<file path="src/verilog/mips_isa_pkg.sv">
// ISA types for the load path
`default_nettype none

package mips_isa_pkg;

    typedef logic [31:0] word_t;

    // register number, zero means no writeback
    typedef logic [4:0] gpr_num_t;

    typedef enum logic [2:0] {
        op_none,
        op_lb,
        op_lbu,
        op_lh,
        op_lhu,
        op_lw,
        op_lwl,
        op_lwr
    } load_op_e;

    // bit positions in the one-hot load select
    localparam int SEL_LB  = 0;
    localparam int SEL_LBU = 1;
    localparam int SEL_LH  = 2;
    localparam int SEL_LHU = 3;
    localparam int SEL_LW  = 4;
    // lwl at offsets 0..2, lwr at offsets 1..3
    localparam int SEL_L0  = 5;
    localparam int SEL_L1  = 6;
    localparam int SEL_L2  = 7;
    localparam int SEL_R1  = 8;
    localparam int SEL_R2  = 9;
    localparam int SEL_R3  = 10;
    localparam int SEL_W   = 11;

    typedef logic [SEL_W-1:0] load_sel_t;

endpackage

`default_nettype wire
</file>
<file path="src/verilog/pipe_pkg.sv">
// Pipeline payload structs
`default_nettype none

package pipe_pkg;

    // executed instruction entering the memory stage
    typedef struct packed {
        mips_isa_pkg::word_t    pc;
        mips_isa_pkg::gpr_num_t dest;
        mips_isa_pkg::load_op_e load_op;
        mips_isa_pkg::word_t    addr;
        mips_isa_pkg::word_t    alu_res;
        mips_isa_pkg::word_t    rt_data;
    } ex_mem_t;

    // held in writeback while load data is pending
    typedef struct packed {
        mips_isa_pkg::word_t     pc;
        mips_isa_pkg::gpr_num_t  dest;
        logic                    mem_req;
        logic [1:0]              align;
        mips_isa_pkg::load_sel_t load_sel;
        mips_isa_pkg::word_t     final_res;
        mips_isa_pkg::word_t     rt_data;
    } mem_wb_t;

    // one retired instruction
    typedef struct packed {
        logic                   valid;
        mips_isa_pkg::word_t    pc;
        mips_isa_pkg::gpr_num_t wnum;
        mips_isa_pkg::word_t    wdata;
    } commit_t;

endpackage

`default_nettype wire

</file>
<file path="src/verilog/mem_wb_top.sv">
// Memory and writeback pipeline tail
`timescale 1ns/1ps
`default_nettype none

module mem_wb_top #(
    parameter int NUM_GPR = 32
) (
    input  wire                         clk,
    input  wire                         rst,
    input  wire                         in_valid_i,
    input  wire pipe_pkg::ex_mem_t      in_op_i,
    input  wire mips_isa_pkg::word_t    data_rdata_i,
    input  wire                         data_data_ok_i,
    input  wire                         commit_ready_i,
    input  wire mips_isa_pkg::gpr_num_t rd_num_i,
    output logic                        in_allowin_o,
    output logic                        data_req_o,
    output mips_isa_pkg::word_t         data_addr_o,
    output logic                        fwd_en_o,
    output mips_isa_pkg::gpr_num_t      fwd_num_o,
    output mips_isa_pkg::word_t         fwd_data_o,
    output mips_isa_pkg::word_t         rd_data_o,
    output pipe_pkg::commit_t           trace_o
);

    logic                   mem_valid;
    pipe_pkg::mem_wb_t      mem_out;
    logic                   wb_allowin;
    logic                   wr_en;
    mips_isa_pkg::gpr_num_t wr_num;
    mips_isa_pkg::word_t    wr_data;

    mem_stage mem_stage_inst (
        .clk         (clk),
        .rst         (rst),
        .in_valid_i  (in_valid_i),
        .in_op_i     (in_op_i),
        .wb_allowin_i(wb_allowin),
        .in_allowin_o(in_allowin_o),
        .data_req_o  (data_req_o),
        .data_addr_o (data_addr_o),
        .out_valid_o (mem_valid),
        .out_o       (mem_out)
    );

    wb_stage wb_stage_inst (
        .clk           (clk),
        .rst           (rst),
        .in_valid_i    (mem_valid),
        .in_i          (mem_out),
        .data_rdata_i  (data_rdata_i),
        .data_data_ok_i(data_data_ok_i),
        .commit_ready_i(commit_ready_i),
        .allowin_o     (wb_allowin),
        .fwd_num_o     (fwd_num_o),
        .fwd_data_o    (fwd_data_o),
        .fwd_en_o      (fwd_en_o),
        .wr_en_o       (wr_en),
        .wr_num_o      (wr_num),
        .wr_data_o     (wr_data),
        .trace_o       (trace_o)
    );

    gpr_file #(
        .NUM_GPR(NUM_GPR)
    ) gpr_file_inst (
        .clk      (clk),
        .rst      (rst),
        .wr_en_i  (wr_en),
        .wr_num_i (wr_num),
        .wr_data_i(wr_data),
        .rd_num_i (rd_num_i),
        .rd_data_o(rd_data_o)
    );

endmodule

`default_nettype wire

</file>
<file path="src/verilog/gpr_file.sv">
// General-purpose register file
`timescale 1ns/1ps
`default_nettype none

module gpr_file #(
    parameter int NUM_GPR = 32
) (
    input  wire                         clk,
    input  wire                         rst,
    input  wire                         wr_en_i,
    input  wire mips_isa_pkg::gpr_num_t wr_num_i,
    input  wire mips_isa_pkg::word_t    wr_data_i,
    input  wire mips_isa_pkg::gpr_num_t rd_num_i,
    output mips_isa_pkg::word_t         rd_data_o
);

    localparam int IDX_W = $clog2(NUM_GPR);

    mips_isa_pkg::word_t regs [NUM_GPR];

    always_ff @(posedge clk) begin
        if (!rst) begin
            for (int i = 0; i < NUM_GPR; i++) begin
                regs[i] <= '0;
            end
        end else if (wr_en_i && (wr_num_i != '0)) begin
            regs[wr_num_i[IDX_W-1:0]] <= wr_data_i;
        end
    end

    // r0 reads as zero
    assign rd_data_o = (rd_num_i == '0) ? '0 : regs[rd_num_i[IDX_W-1:0]];

    no_r0_write: assert property (
        @(posedge clk) disable iff (!rst)
        wr_en_i |-> (wr_num_i != '0)
    ) else $error("write enable raised for r0");

endmodule

`default_nettype wire

</file>
<file path="src/verilog/wb_stage.sv">
// Writeback stage
`timescale 1ns/1ps
`default_nettype none

module wb_stage (
    input  wire                    clk,
    input  wire                    rst,
    input  wire                    in_valid_i,
    input  wire pipe_pkg::mem_wb_t in_i,
    input  wire mips_isa_pkg::word_t data_rdata_i,
    input  wire                    data_data_ok_i,
    input  wire                    commit_ready_i,
    output logic                   allowin_o,
    output mips_isa_pkg::gpr_num_t fwd_num_o,
    output mips_isa_pkg::word_t    fwd_data_o,
    output logic                   fwd_en_o,
    output logic                   wr_en_o,
    output mips_isa_pkg::gpr_num_t wr_num_o,
    output mips_isa_pkg::word_t    wr_data_o,
    output pipe_pkg::commit_t      trace_o
);

    pipe_pkg::mem_wb_t   item_q;
    logic                item_valid;
    logic                data_got;
    mips_isa_pkg::word_t rdata_hold;
    mips_isa_pkg::word_t rdata;
    mips_isa_pkg::word_t load_data;
    mips_isa_pkg::word_t result;
    logic                ready;
    logic                retire;

    pipe_stage_reg #(
        .payload_t(pipe_pkg::mem_wb_t)
    ) stage_reg_inst (
        .clk          (clk),
        .rst          (rst),
        .in_valid_i   (in_valid_i),
        .in_data_i    (in_i),
        .ready_i      (ready),
        .out_allowin_i(commit_ready_i),
        .allowin_o    (allowin_o),
        .out_valid_o  (item_valid),
        .q_o          (item_q)
    );

    ////////////////////////////////////////////////////////////////////////////
    // load data capture
    ////////////////////////////////////////////////////////////////////////////

    // data_ok is a single pulse, keep the word if commit is stalled
    always_ff @(posedge clk) begin
        if (!rst) begin
            data_got <= 1'b0;
        end else if (allowin_o) begin
            data_got <= 1'b0;
        end else if (data_data_ok_i) begin
            data_got <= 1'b1;
        end
    end

    always_ff @(posedge clk) begin
        if (data_data_ok_i) begin
            rdata_hold <= data_rdata_i;
        end
    end

    assign rdata = data_got ? rdata_hold : data_rdata_i;
    assign ready = !item_q.mem_req || data_data_ok_i || data_got;

    load_align load_align_inst (
        .rdata_i   (rdata),
        .rt_data_i (item_q.rt_data),
        .align_i   (item_q.align),
        .load_sel_i(item_q.load_sel),
        .data_o    (load_data)
    );

    assign result = item_q.mem_req ? load_data : item_q.final_res;
    assign retire = item_valid && ready && commit_ready_i;

    // register write and forwarding
    assign wr_en_o    = retire && (item_q.dest != '0);
    assign wr_num_o   = item_q.dest;
    assign wr_data_o  = result;
    assign fwd_en_o   = wr_en_o;
    assign fwd_num_o  = item_q.dest;
    assign fwd_data_o = result;

    // commit trace, one cycle behind retire
    always_ff @(posedge clk) begin
        if (!rst) begin
            trace_o.valid <= 1'b0;
        end else begin
            trace_o.valid <= retire;
            if (retire) begin
                trace_o.pc    <= item_q.pc;
                trace_o.wnum  <= item_q.dest;
                trace_o.wdata <= result;
            end
        end
    end

    data_ok_for_load: assert property (
        @(posedge clk) disable iff (!rst)
        data_data_ok_i |-> (item_valid && item_q.mem_req && !data_got)
    ) else $error("load data returned with no load waiting");

endmodule

`default_nettype wire

</file>
<file path="src/verilog/mem_stage.sv">
// Memory stage
`timescale 1ns/1ps
`default_nettype none

module mem_stage (
    input  wire                    clk,
    input  wire                    rst,
    input  wire                    in_valid_i,
    input  wire pipe_pkg::ex_mem_t in_op_i,
    input  wire                    wb_allowin_i,
    output logic                   in_allowin_o,
    output logic                   data_req_o,
    output mips_isa_pkg::word_t    data_addr_o,
    output logic                   out_valid_o,
    output pipe_pkg::mem_wb_t      out_o
);

    pipe_pkg::ex_mem_t       op_q;
    mips_isa_pkg::load_sel_t load_sel;
    logic                    is_load;

    // always ready, bus takes the request at once
    pipe_stage_reg #(
        .payload_t(pipe_pkg::ex_mem_t)
    ) stage_reg_inst (
        .clk          (clk),
        .rst          (rst),
        .in_valid_i   (in_valid_i),
        .in_data_i    (in_op_i),
        .ready_i      (1'b1),
        .out_allowin_i(wb_allowin_i),
        .allowin_o    (in_allowin_o),
        .out_valid_o  (out_valid_o),
        .q_o          (op_q)
    );

    assign is_load = (op_q.load_op != mips_isa_pkg::op_none);

    // load select from opcode and byte offset
    always_comb begin
        load_sel = '0;
        case (op_q.load_op)
            mips_isa_pkg::op_lb:  load_sel[mips_isa_pkg::SEL_LB]  = 1'b1;
            mips_isa_pkg::op_lbu: load_sel[mips_isa_pkg::SEL_LBU] = 1'b1;
            mips_isa_pkg::op_lh:  load_sel[mips_isa_pkg::SEL_LH]  = 1'b1;
            mips_isa_pkg::op_lhu: load_sel[mips_isa_pkg::SEL_LHU] = 1'b1;
            mips_isa_pkg::op_lw:  load_sel[mips_isa_pkg::SEL_LW]  = 1'b1;
            mips_isa_pkg::op_lwl: begin
                case (op_q.addr[1:0])
                    2'd0:    load_sel[mips_isa_pkg::SEL_L0] = 1'b1;
                    2'd1:    load_sel[mips_isa_pkg::SEL_L1] = 1'b1;
                    2'd2:    load_sel[mips_isa_pkg::SEL_L2] = 1'b1;
                    default: load_sel[mips_isa_pkg::SEL_LW] = 1'b1;
                endcase
            end
            mips_isa_pkg::op_lwr: begin
                case (op_q.addr[1:0])
                    2'd0:    load_sel[mips_isa_pkg::SEL_LW] = 1'b1;
                    2'd1:    load_sel[mips_isa_pkg::SEL_R1] = 1'b1;
                    2'd2:    load_sel[mips_isa_pkg::SEL_R2] = 1'b1;
                    default: load_sel[mips_isa_pkg::SEL_R3] = 1'b1;
                endcase
            end
            default: load_sel = '0;
        endcase
    end

    // request goes out in the cycle the load moves to writeback
    assign data_req_o  = out_valid_o && is_load && wb_allowin_i;
    assign data_addr_o = {op_q.addr[31:2], 2'b00};

    always_comb begin
        out_o.pc        = op_q.pc;
        out_o.dest      = op_q.dest;
        out_o.mem_req   = is_load;
        out_o.align     = op_q.addr[1:0];
        out_o.load_sel  = load_sel;
        out_o.final_res = op_q.alu_res;
        out_o.rt_data   = op_q.rt_data;
    end

endmodule

`default_nettype wire

</file>
<file path="src/verilog/load_align.sv">
// Load data alignment
`timescale 1ns/1ps
`default_nettype none

module load_align (
    input  wire mips_isa_pkg::word_t     rdata_i,
    input  wire mips_isa_pkg::word_t     rt_data_i,
    input  wire [1:0]                    align_i,
    input  wire mips_isa_pkg::load_sel_t load_sel_i,
    output mips_isa_pkg::word_t          data_o
);

    logic [7:0]  byte_sel;
    logic [15:0] half_sel;
    logic        byte_sign;
    logic        half_sign;

    // byte and halfword named by the offset
    always_comb begin
        case (align_i)
            2'd0:    byte_sel = rdata_i[7:0];
            2'd1:    byte_sel = rdata_i[15:8];
            2'd2:    byte_sel = rdata_i[23:16];
            default: byte_sel = rdata_i[31:24];
        endcase
    end

    assign half_sel  = align_i[1] ? rdata_i[31:16] : rdata_i[15:0];
    assign byte_sign = load_sel_i[mips_isa_pkg::SEL_LB] && byte_sel[7];
    assign half_sign = load_sel_i[mips_isa_pkg::SEL_LH] && half_sel[15];

    // lwl fills rt from the top, lwr from the bottom
    always_comb begin
        if (load_sel_i[mips_isa_pkg::SEL_LB] || load_sel_i[mips_isa_pkg::SEL_LBU]) begin
            data_o = {{24{byte_sign}}, byte_sel};
        end else if (load_sel_i[mips_isa_pkg::SEL_LH] || load_sel_i[mips_isa_pkg::SEL_LHU]) begin
            data_o = {{16{half_sign}}, half_sel};
        end else if (load_sel_i[mips_isa_pkg::SEL_L0]) begin
            data_o = {rdata_i[7:0], rt_data_i[23:0]};
        end else if (load_sel_i[mips_isa_pkg::SEL_L1]) begin
            data_o = {rdata_i[15:0], rt_data_i[15:0]};
        end else if (load_sel_i[mips_isa_pkg::SEL_L2]) begin
            data_o = {rdata_i[23:0], rt_data_i[7:0]};
        end else if (load_sel_i[mips_isa_pkg::SEL_R1]) begin
            data_o = {rt_data_i[31:24], rdata_i[31:8]};
        end else if (load_sel_i[mips_isa_pkg::SEL_R2]) begin
            data_o = {rt_data_i[31:16], rdata_i[31:16]};
        end else if (load_sel_i[mips_isa_pkg::SEL_R3]) begin
            data_o = {rt_data_i[31:8], rdata_i[31:24]};
        end else begin
            // plain word, also lwl at 3 and lwr at 0
            data_o = rdata_i;
        end
    end

    always_comb begin
        sel_onehot: assert ($isunknown(load_sel_i) || $onehot0(load_sel_i))
            else $error("load select is not one-hot");
    end

endmodule

`default_nettype wire

</file>
<file path="src/verilog/pipe_stage_reg.sv">
// Generic pipeline stage register
`timescale 1ns/1ps
`default_nettype none

module pipe_stage_reg #(
    parameter type payload_t = logic [31:0]
) (
    input  wire           clk,
    input  wire           rst,
    input  wire           in_valid_i,
    input  wire payload_t in_data_i,
    input  wire           ready_i,
    input  wire           out_allowin_i,
    output logic          allowin_o,
    output logic          out_valid_o,
    output payload_t      q_o
);

    logic has_data;

    // slot frees up when the item is done and the next stage takes it
    assign allowin_o   = !has_data || (ready_i && out_allowin_i);
    assign out_valid_o = has_data;

    always_ff @(posedge clk) begin
        if (!rst) begin
            has_data <= 1'b0;
        end else if (allowin_o) begin
            has_data <= in_valid_i;
        end
    end

    // empty slot holds zeros
    always_ff @(posedge clk) begin
        if (allowin_o) begin
            if (in_valid_i) begin
                q_o <= in_data_i;
            end else begin
                q_o <= '0;
            end
        end
    end

    ////////////////////////////////////////////////////////////////////////////
    // checks
    ////////////////////////////////////////////////////////////////////////////

    // an offered item waits unchanged until this stage takes it
    offer_stable: assert property (
        @(posedge clk) disable iff (!rst)
        (in_valid_i && !allowin_o) |=> (in_valid_i && $stable(in_data_i))
    ) else $error("offered payload changed before it was taken");

endmodule

`default_nettype wire

</file>
<file path="config.mk">
export PLATFORM = sky130hd
export DESIGN_NAME = mem_wb_top
export DESIGN_NICKNAME = d
export VERILOG_FILES = /design/src/verilog/mips_isa_pkg.sv /design/src/verilog/pipe_pkg.sv /design/src/verilog/mem_wb_top.sv /design/src/verilog/gpr_file.sv /design/src/verilog/wb_stage.sv /design/src/verilog/mem_stage.sv /design/src/verilog/load_align.sv /design/src/verilog/pipe_stage_reg.sv
export SDC_FILE = /design/constraint.sdc
export NUM_CORES = 2
export LEC_CHECK = 0
export ABC_AREA = 1
export BUFFER_PORTS_ARGS = -buffer_cell sky130_fd_sc_hd__buf_4
export CAP_MARGIN = 20
export CORE_MARGIN = 4
export CORE_UTILIZATION = 55
export DETAILED_ROUTE_END_ITERATION = 8
export GPL_TIMING_DRIVEN = 1
export PLACE_DENSITY_LB_ADDON = 0.25
export SLEW_MARGIN = 30
export SYNTH_ARGS = -nofsm -noshare
export SYNTH_HDL_FRONTEND = slang
export SYNTH_HIERARCHICAL = 1
export SYNTH_SLANG_ARGS = --single-unit
</file>
<file path="constraint.sdc">
create_clock -name clk -period 6.75 [get_ports clk]
set_clock_uncertainty 0.15 [all_clocks]
set_input_delay 0.675 -clock clk [delete_from_list [all_inputs] [get_ports clk]]
set_output_delay 0.675 -clock clk [all_outputs]
set_load 0.02 [all_outputs]
</file>
Yosys cells after proc, flatten, opt, wreduce, memory -nomap -nowiden
Memory sizes are Yosys's and may differ from the RTL's. Cells that the tools add are included.

Bits in registers: 355. Memories kept: 1. Memory bits (writable): 1024. Output and inout port bits: 174. Input bits: 178. Bits in read-only memories: 0. Bits in latches: 0.

Multipliers: 0. Bitwise operators: 1. Multiplexer cells: 28. Order comparisons: 0. Div/mod/pow operators: 0. Add/subtract/negate cells: 0. Shift operators: 0. Eq/ne operators: 10. Reductions and logical operators: 29.

Memories: gpr_file_inst.regs (depth 32, width 32, read ports 1, clocked after Yosys merged registers in 0, wr ports 32, RTL line gpr_file.sv:19) `mips_isa_pkg::word_t regs [NUM_GPR];`.

Operators with widths (count): 32-bit 2-to-1 mux (12); 32-bit OR reduction (1); 8-bit one-hot mux with 3 select lines (1); 16-bit 2-to-1 mux (1); 1-bit 2-to-1 mux (13); 3-bit == test, second input constant (3); 1-bit logical AND (9); 3-bit by 2-bit == test with 1-bit output, second input constant (2); 1-bit logical OR (6); 2-bit AND reduction (3); 5-bit logical NOT (1); 5-bit 2-to-1 mux (1); 5-bit nonzero test (1); 2-bit by 1-bit == test with 1-bit output, second input constant (2); 2-bit == test, second input constant (2); 2-bit logical NOT (2); 3-bit by 1-bit == test with 1-bit output, second input constant (1); 1-bit logical NOT (3); 3-bit nonzero test (1); 3-bit OR reduction (1); 2-bit OR reduction (1); 1-bit inverter (1).

Logic depth before layout (Yosys ltp)
Word-level depth: 12. Gate-level depth with buffers: 20.

By module
Netlist, hierarchy kept.

Modules (own cells, without submodules): gpr_file (instances 1, area an instance 46114.2 µm², cells each 4795); pipe_stage_reg at mem_stage_inst.stage_reg_inst (instances 1, area an instance 5312.6 µm², cells each 429); pipe_stage_reg at wb_stage_inst.stage_reg_inst (instances 1, area an instance 4484.3 µm², cells each 364); wb_stage (instances 1, area an instance 4389.2 µm², cells each 364); load_align (instances 1, area an instance 2562.5 µm², cells each 548); mem_stage (instances 1, area an instance 168.9 µm², cells each 37).

Worst setup path after synthesis
OpenSTA, ideal clock, no wires.

Kind: input-to-output. From: input data_data_ok_i. To: output in_allowin_o. Arrival time: 6543 ps. Stages: 6. Slack: -618 ps. Path through: nor2_4 -> nand2_4 -> nand2_1 -> nand2_1 -> nand2_1 -> nand2_1.

Cells in the longest elaborated chain, start to end: 5.

Ends and longest elaborated chain: start: declaration (RTL line mem_wb_top.sv:13) `input wire data_data_ok_i,`; 1-bit logical OR (2 in series) (RTL line wb_stage.sv:69) `assign ready = !item_q.mem_req || data_data_ok_i || data_got;`; named net wb_stage_inst.ready (RTL line wb_stage.sv:30) `logic ready;`; 1-bit logical AND (RTL line pipe_stage_reg.sv:22) `assign allowin_o = !has_data || (ready_i && out_allowin_i);`; 1-bit logical OR (RTL line pipe_stage_reg.sv:22); named net wb_allowin (RTL line mem_wb_top.sv:28) `logic wb_allowin;`; 1-bit logical OR (RTL line pipe_stage_reg.sv:22); end: declaration (RTL line mem_wb_top.sv:16) `output logic in_allowin_o,`.

The timed path passes the listed nets, and every way through them passes these cells.

Worst setup path in the final report
From: register wb_stage_inst.data_got. To: output fwd_data_o[17].

RTL lines: start: declaration (RTL line wb_stage.sv:25) `logic data_got;`; start signal: assignment (RTL line wb_stage.sv:54) `data_got <= 1'b0;`; start signal: assignment (RTL line wb_stage.sv:56) `data_got <= 1'b0;`; start signal: assignment (RTL line wb_stage.sv:58) `data_got <= 1'b1;`; 32-bit 2-to-1 mux (RTL line wb_stage.sv:68) `assign rdata = data_got ? rdata_hold : data_rdata_i;`; named net wb_stage_inst.rdata[23] (RTL line wb_stage.sv:27) `mips_isa_pkg::word_t rdata;`; 8-bit one-hot mux with 3 select lines (RTL line load_align.sv:20) `case (align_i)`; 1-bit logical AND (RTL line load_align.sv:29) `assign byte_sign = load_sel_i[mips_isa_pkg::SEL_LB] && byte_sel[7];`; 32-bit 2-to-1 mux (RTL line load_align.sv:34) `if (load_sel_i[mips_isa_pkg::SEL_LB] || load_sel_i[mips_isa_pkg::SEL_LBU]) begin`; named net wb_stage_inst.load_data[17] (RTL line wb_stage.sv:28) `mips_isa_pkg::word_t load_data;`; 32-bit 2-to-1 mux (RTL line wb_stage.sv:79) `assign result = item_q.mem_req ? load_data : item_q.final_res;`; end: declaration (RTL line mem_wb_top.sv:21) `output mips_isa_pkg::word_t fwd_data_o,`.

The timed path passes the listed nets, and every way through them passes these cells.

==> qor.txt <==
Resize count post-CTS: 0
H-tree Lvls: 4
final hold viol count: 0
via count: 48104
cells after synthesis: 6525
Ys Warns: 6
clock-pin slew on the worst setup and hold paths: 60 ps
clock root buffer: clkbuf_16
Starting Density: 0.557
num ports: 352
Most Crowded Layer GR: met2
CP Launch Type: flop
Mean Syn Cell Area: 9.65 um^2
Relative slew margins: 0.306
max cap viols: 0
Max FO, Critical Path: 65
worst path required time: 5920 ps
initial antenna violation count: 4
setup violators final: 0
Die X: 346 um
Post-Route WL: 193 mm
routing usage on met2: 0.493
actual slew at the worst max-slew pin: 1040 ps
status: completed
setup_tns: 0 ps
Hold Path Class: primary input to flop
crit-path max cell delay: 720 ps
final period demand of the worst path: 4940 ps
Net count, final: 6926
DRT iter0 DRCs: 6172
row count: 123
CTS tree: yes
Fmax: 0.202 GHz
GR Layer Usage met3: 0.0834
CP dominant cell by count: nand2_1
clock sink count: 1379
slowest CP cell: dfxtp_4
post-route clock period utilization: 0.733
largest net degree at the start of global routing: 195
vias in the first global route: 46276
pwr dens: 281 nW/um^2
post-CTS setup buffer count: 0
First-pass DRT Iterations: 7
CTS Buffer Depth: 3
CP top delay family: compound AO/OA/AOI/OAI gates
wire length per cell: 23.0 um
CTS buffer count: 145
RSZ-0062 raised after global routing: false
hold_ws: 33.1 ps
CP arrival: 4120 ps
layout cells sized above 1: 0.109
Peak VDD IR: 0.240 mV
# DRC: 0
Max Slew Vio Count: 0
CP Cell Sequence: nand2_1 > o21ai_0 > inv_1 > nand2_1 > o21ai_0 > a21oi_1 > nand2_1 > nand2_1 > nand2_1 > o21ai_1 > buf_4
total track usage: 0.313
Setup Crit Path Kind: flop to output pin
Core ar.: 113000 um^2
CTS Hold Bufs: 123
leakage power: 30.0 nW
WP buf/inv: 2
Finished Core Util: 0.635
Routed Antenna Nets: 0
Worst-Skew Late Latency: 760 ps
number of vias per cell: 5.75
grt met1 use: 0.407
Die Ht: 346 um
global-route wire length before repair: 284 mm
Area growth syn-to-layout: 14.1%
hpwl dp: 108 mm
critical path endpoint category: output pin
Port Buffers: 349
gp weighted congestion: 0.925
total die area: 120000 um^2
Mapped Area: 63000 um^2
GR Overflow Total: 0
## through the flow
step	cells	power (mW)	instance area (um^2)	setup WS (ps)
finish	8368	20.2	71800	1810
global route	8367	20.8	71800	1650
CTS	8365	20.2	71800	1580
detailed placement	7976	12.3	65900	2060
global placement	7975	12.3	65800	1950
floorplan	6557	11.5	63100	571
## power breakdown
group          switching (mW)  total [mW]  internal, mW
Clock                    3.38        7.88          4.49
Combinational            1.78        2.37         0.591
Sequential              0.130        9.92          9.80
Total                    5.29        20.2          14.9
## metal layers
metal,part of all wire,vias up
li1,-,21671
met1,0.36,22726
met2,0.46,3153
met3,0.13,548
met4,0.050,6
met5,0.00040,-
## registers in the layout, summed over array words and instances, names as in the netlist
signal,count
wb_stage_inst/stage_reg_inst/out_valid_o,1
wb_stage_inst/data_got,1
wb_stage_inst/trace_o,70
mem_stage_inst/stage_reg_inst/out_valid_o,1
wb_stage_inst/stage_reg_inst/q_o,114
gpr_file_inst/regs,1024
mem_stage_inst/stage_reg_inst/q_o,136
wb_stage_inst/rdata_hold,32
## worst register-to-register path, cell delays in order (launching register included)
cell and delay [ps]:
dfxtp_4 720, nand2_1 100, o21ai_0 170, inv_1 160
nand2_1 80, o21ai_0 200, a21oi_1 280, nand2_1 510
nand2_1 280, nand2_1 70, o21ai_1 480, clkinv_1 970
nor2_1 360
## layout by cell type (no fill, tap or decap), types with 5 or more instances in the layout
cell type,instances
dlygate4sd3_1,123
clkbuf_16,146
nand2_1,1865
edfxtp_1,1375
o211ai_1,15
clkinv_2,19
o21ai_1,58
buf_4,444
clkinv_1,31
nor2_1,1221
clkinv_8,6
buf_12,9
inv_1,398
a21oi_1,55
nand2_2,18
clkinvlp_4,5
o21ai_0,149
conb_1,35
inv_2,33
a21oi_2,12
nand3_1,718
inv_16,5
nand2_4,8
clkbuf_1,41
nor3_1,18
bufinv_16,12
a22oi_1,12
a211oi_2,5
## worst paths after layout
check	from	endpoint	slack, ps	cells past startpoint
setup / recovery	wb_stage_inst/data_got	fwd_data_o[17]	1810	11
hold / removal	in_op_i[7]	mem_stage_inst/stage_reg_inst/q_o[7]	30	3
setup reg to reg	wb_stage_inst/data_got	gpr_file_inst/regs[1][14]	2050	12
hold reg to reg	wb_stage_inst/stage_reg_inst/q_o[88]	wb_stage_inst/trace_o[42]	270	0
## final cells by class
cell class,count,area (um^2)
repair buffers,581,4840
diodes,1,2.50
clock inverters,79,857
clock buffers,187,3810
inverters,440,1670
flip-flops and latches,1379,41400
well taps,1500,1880
multi-input cells,4201,17400
fillers,8882,41300
No activity file was read; power rests on OpenSTA's default activity.
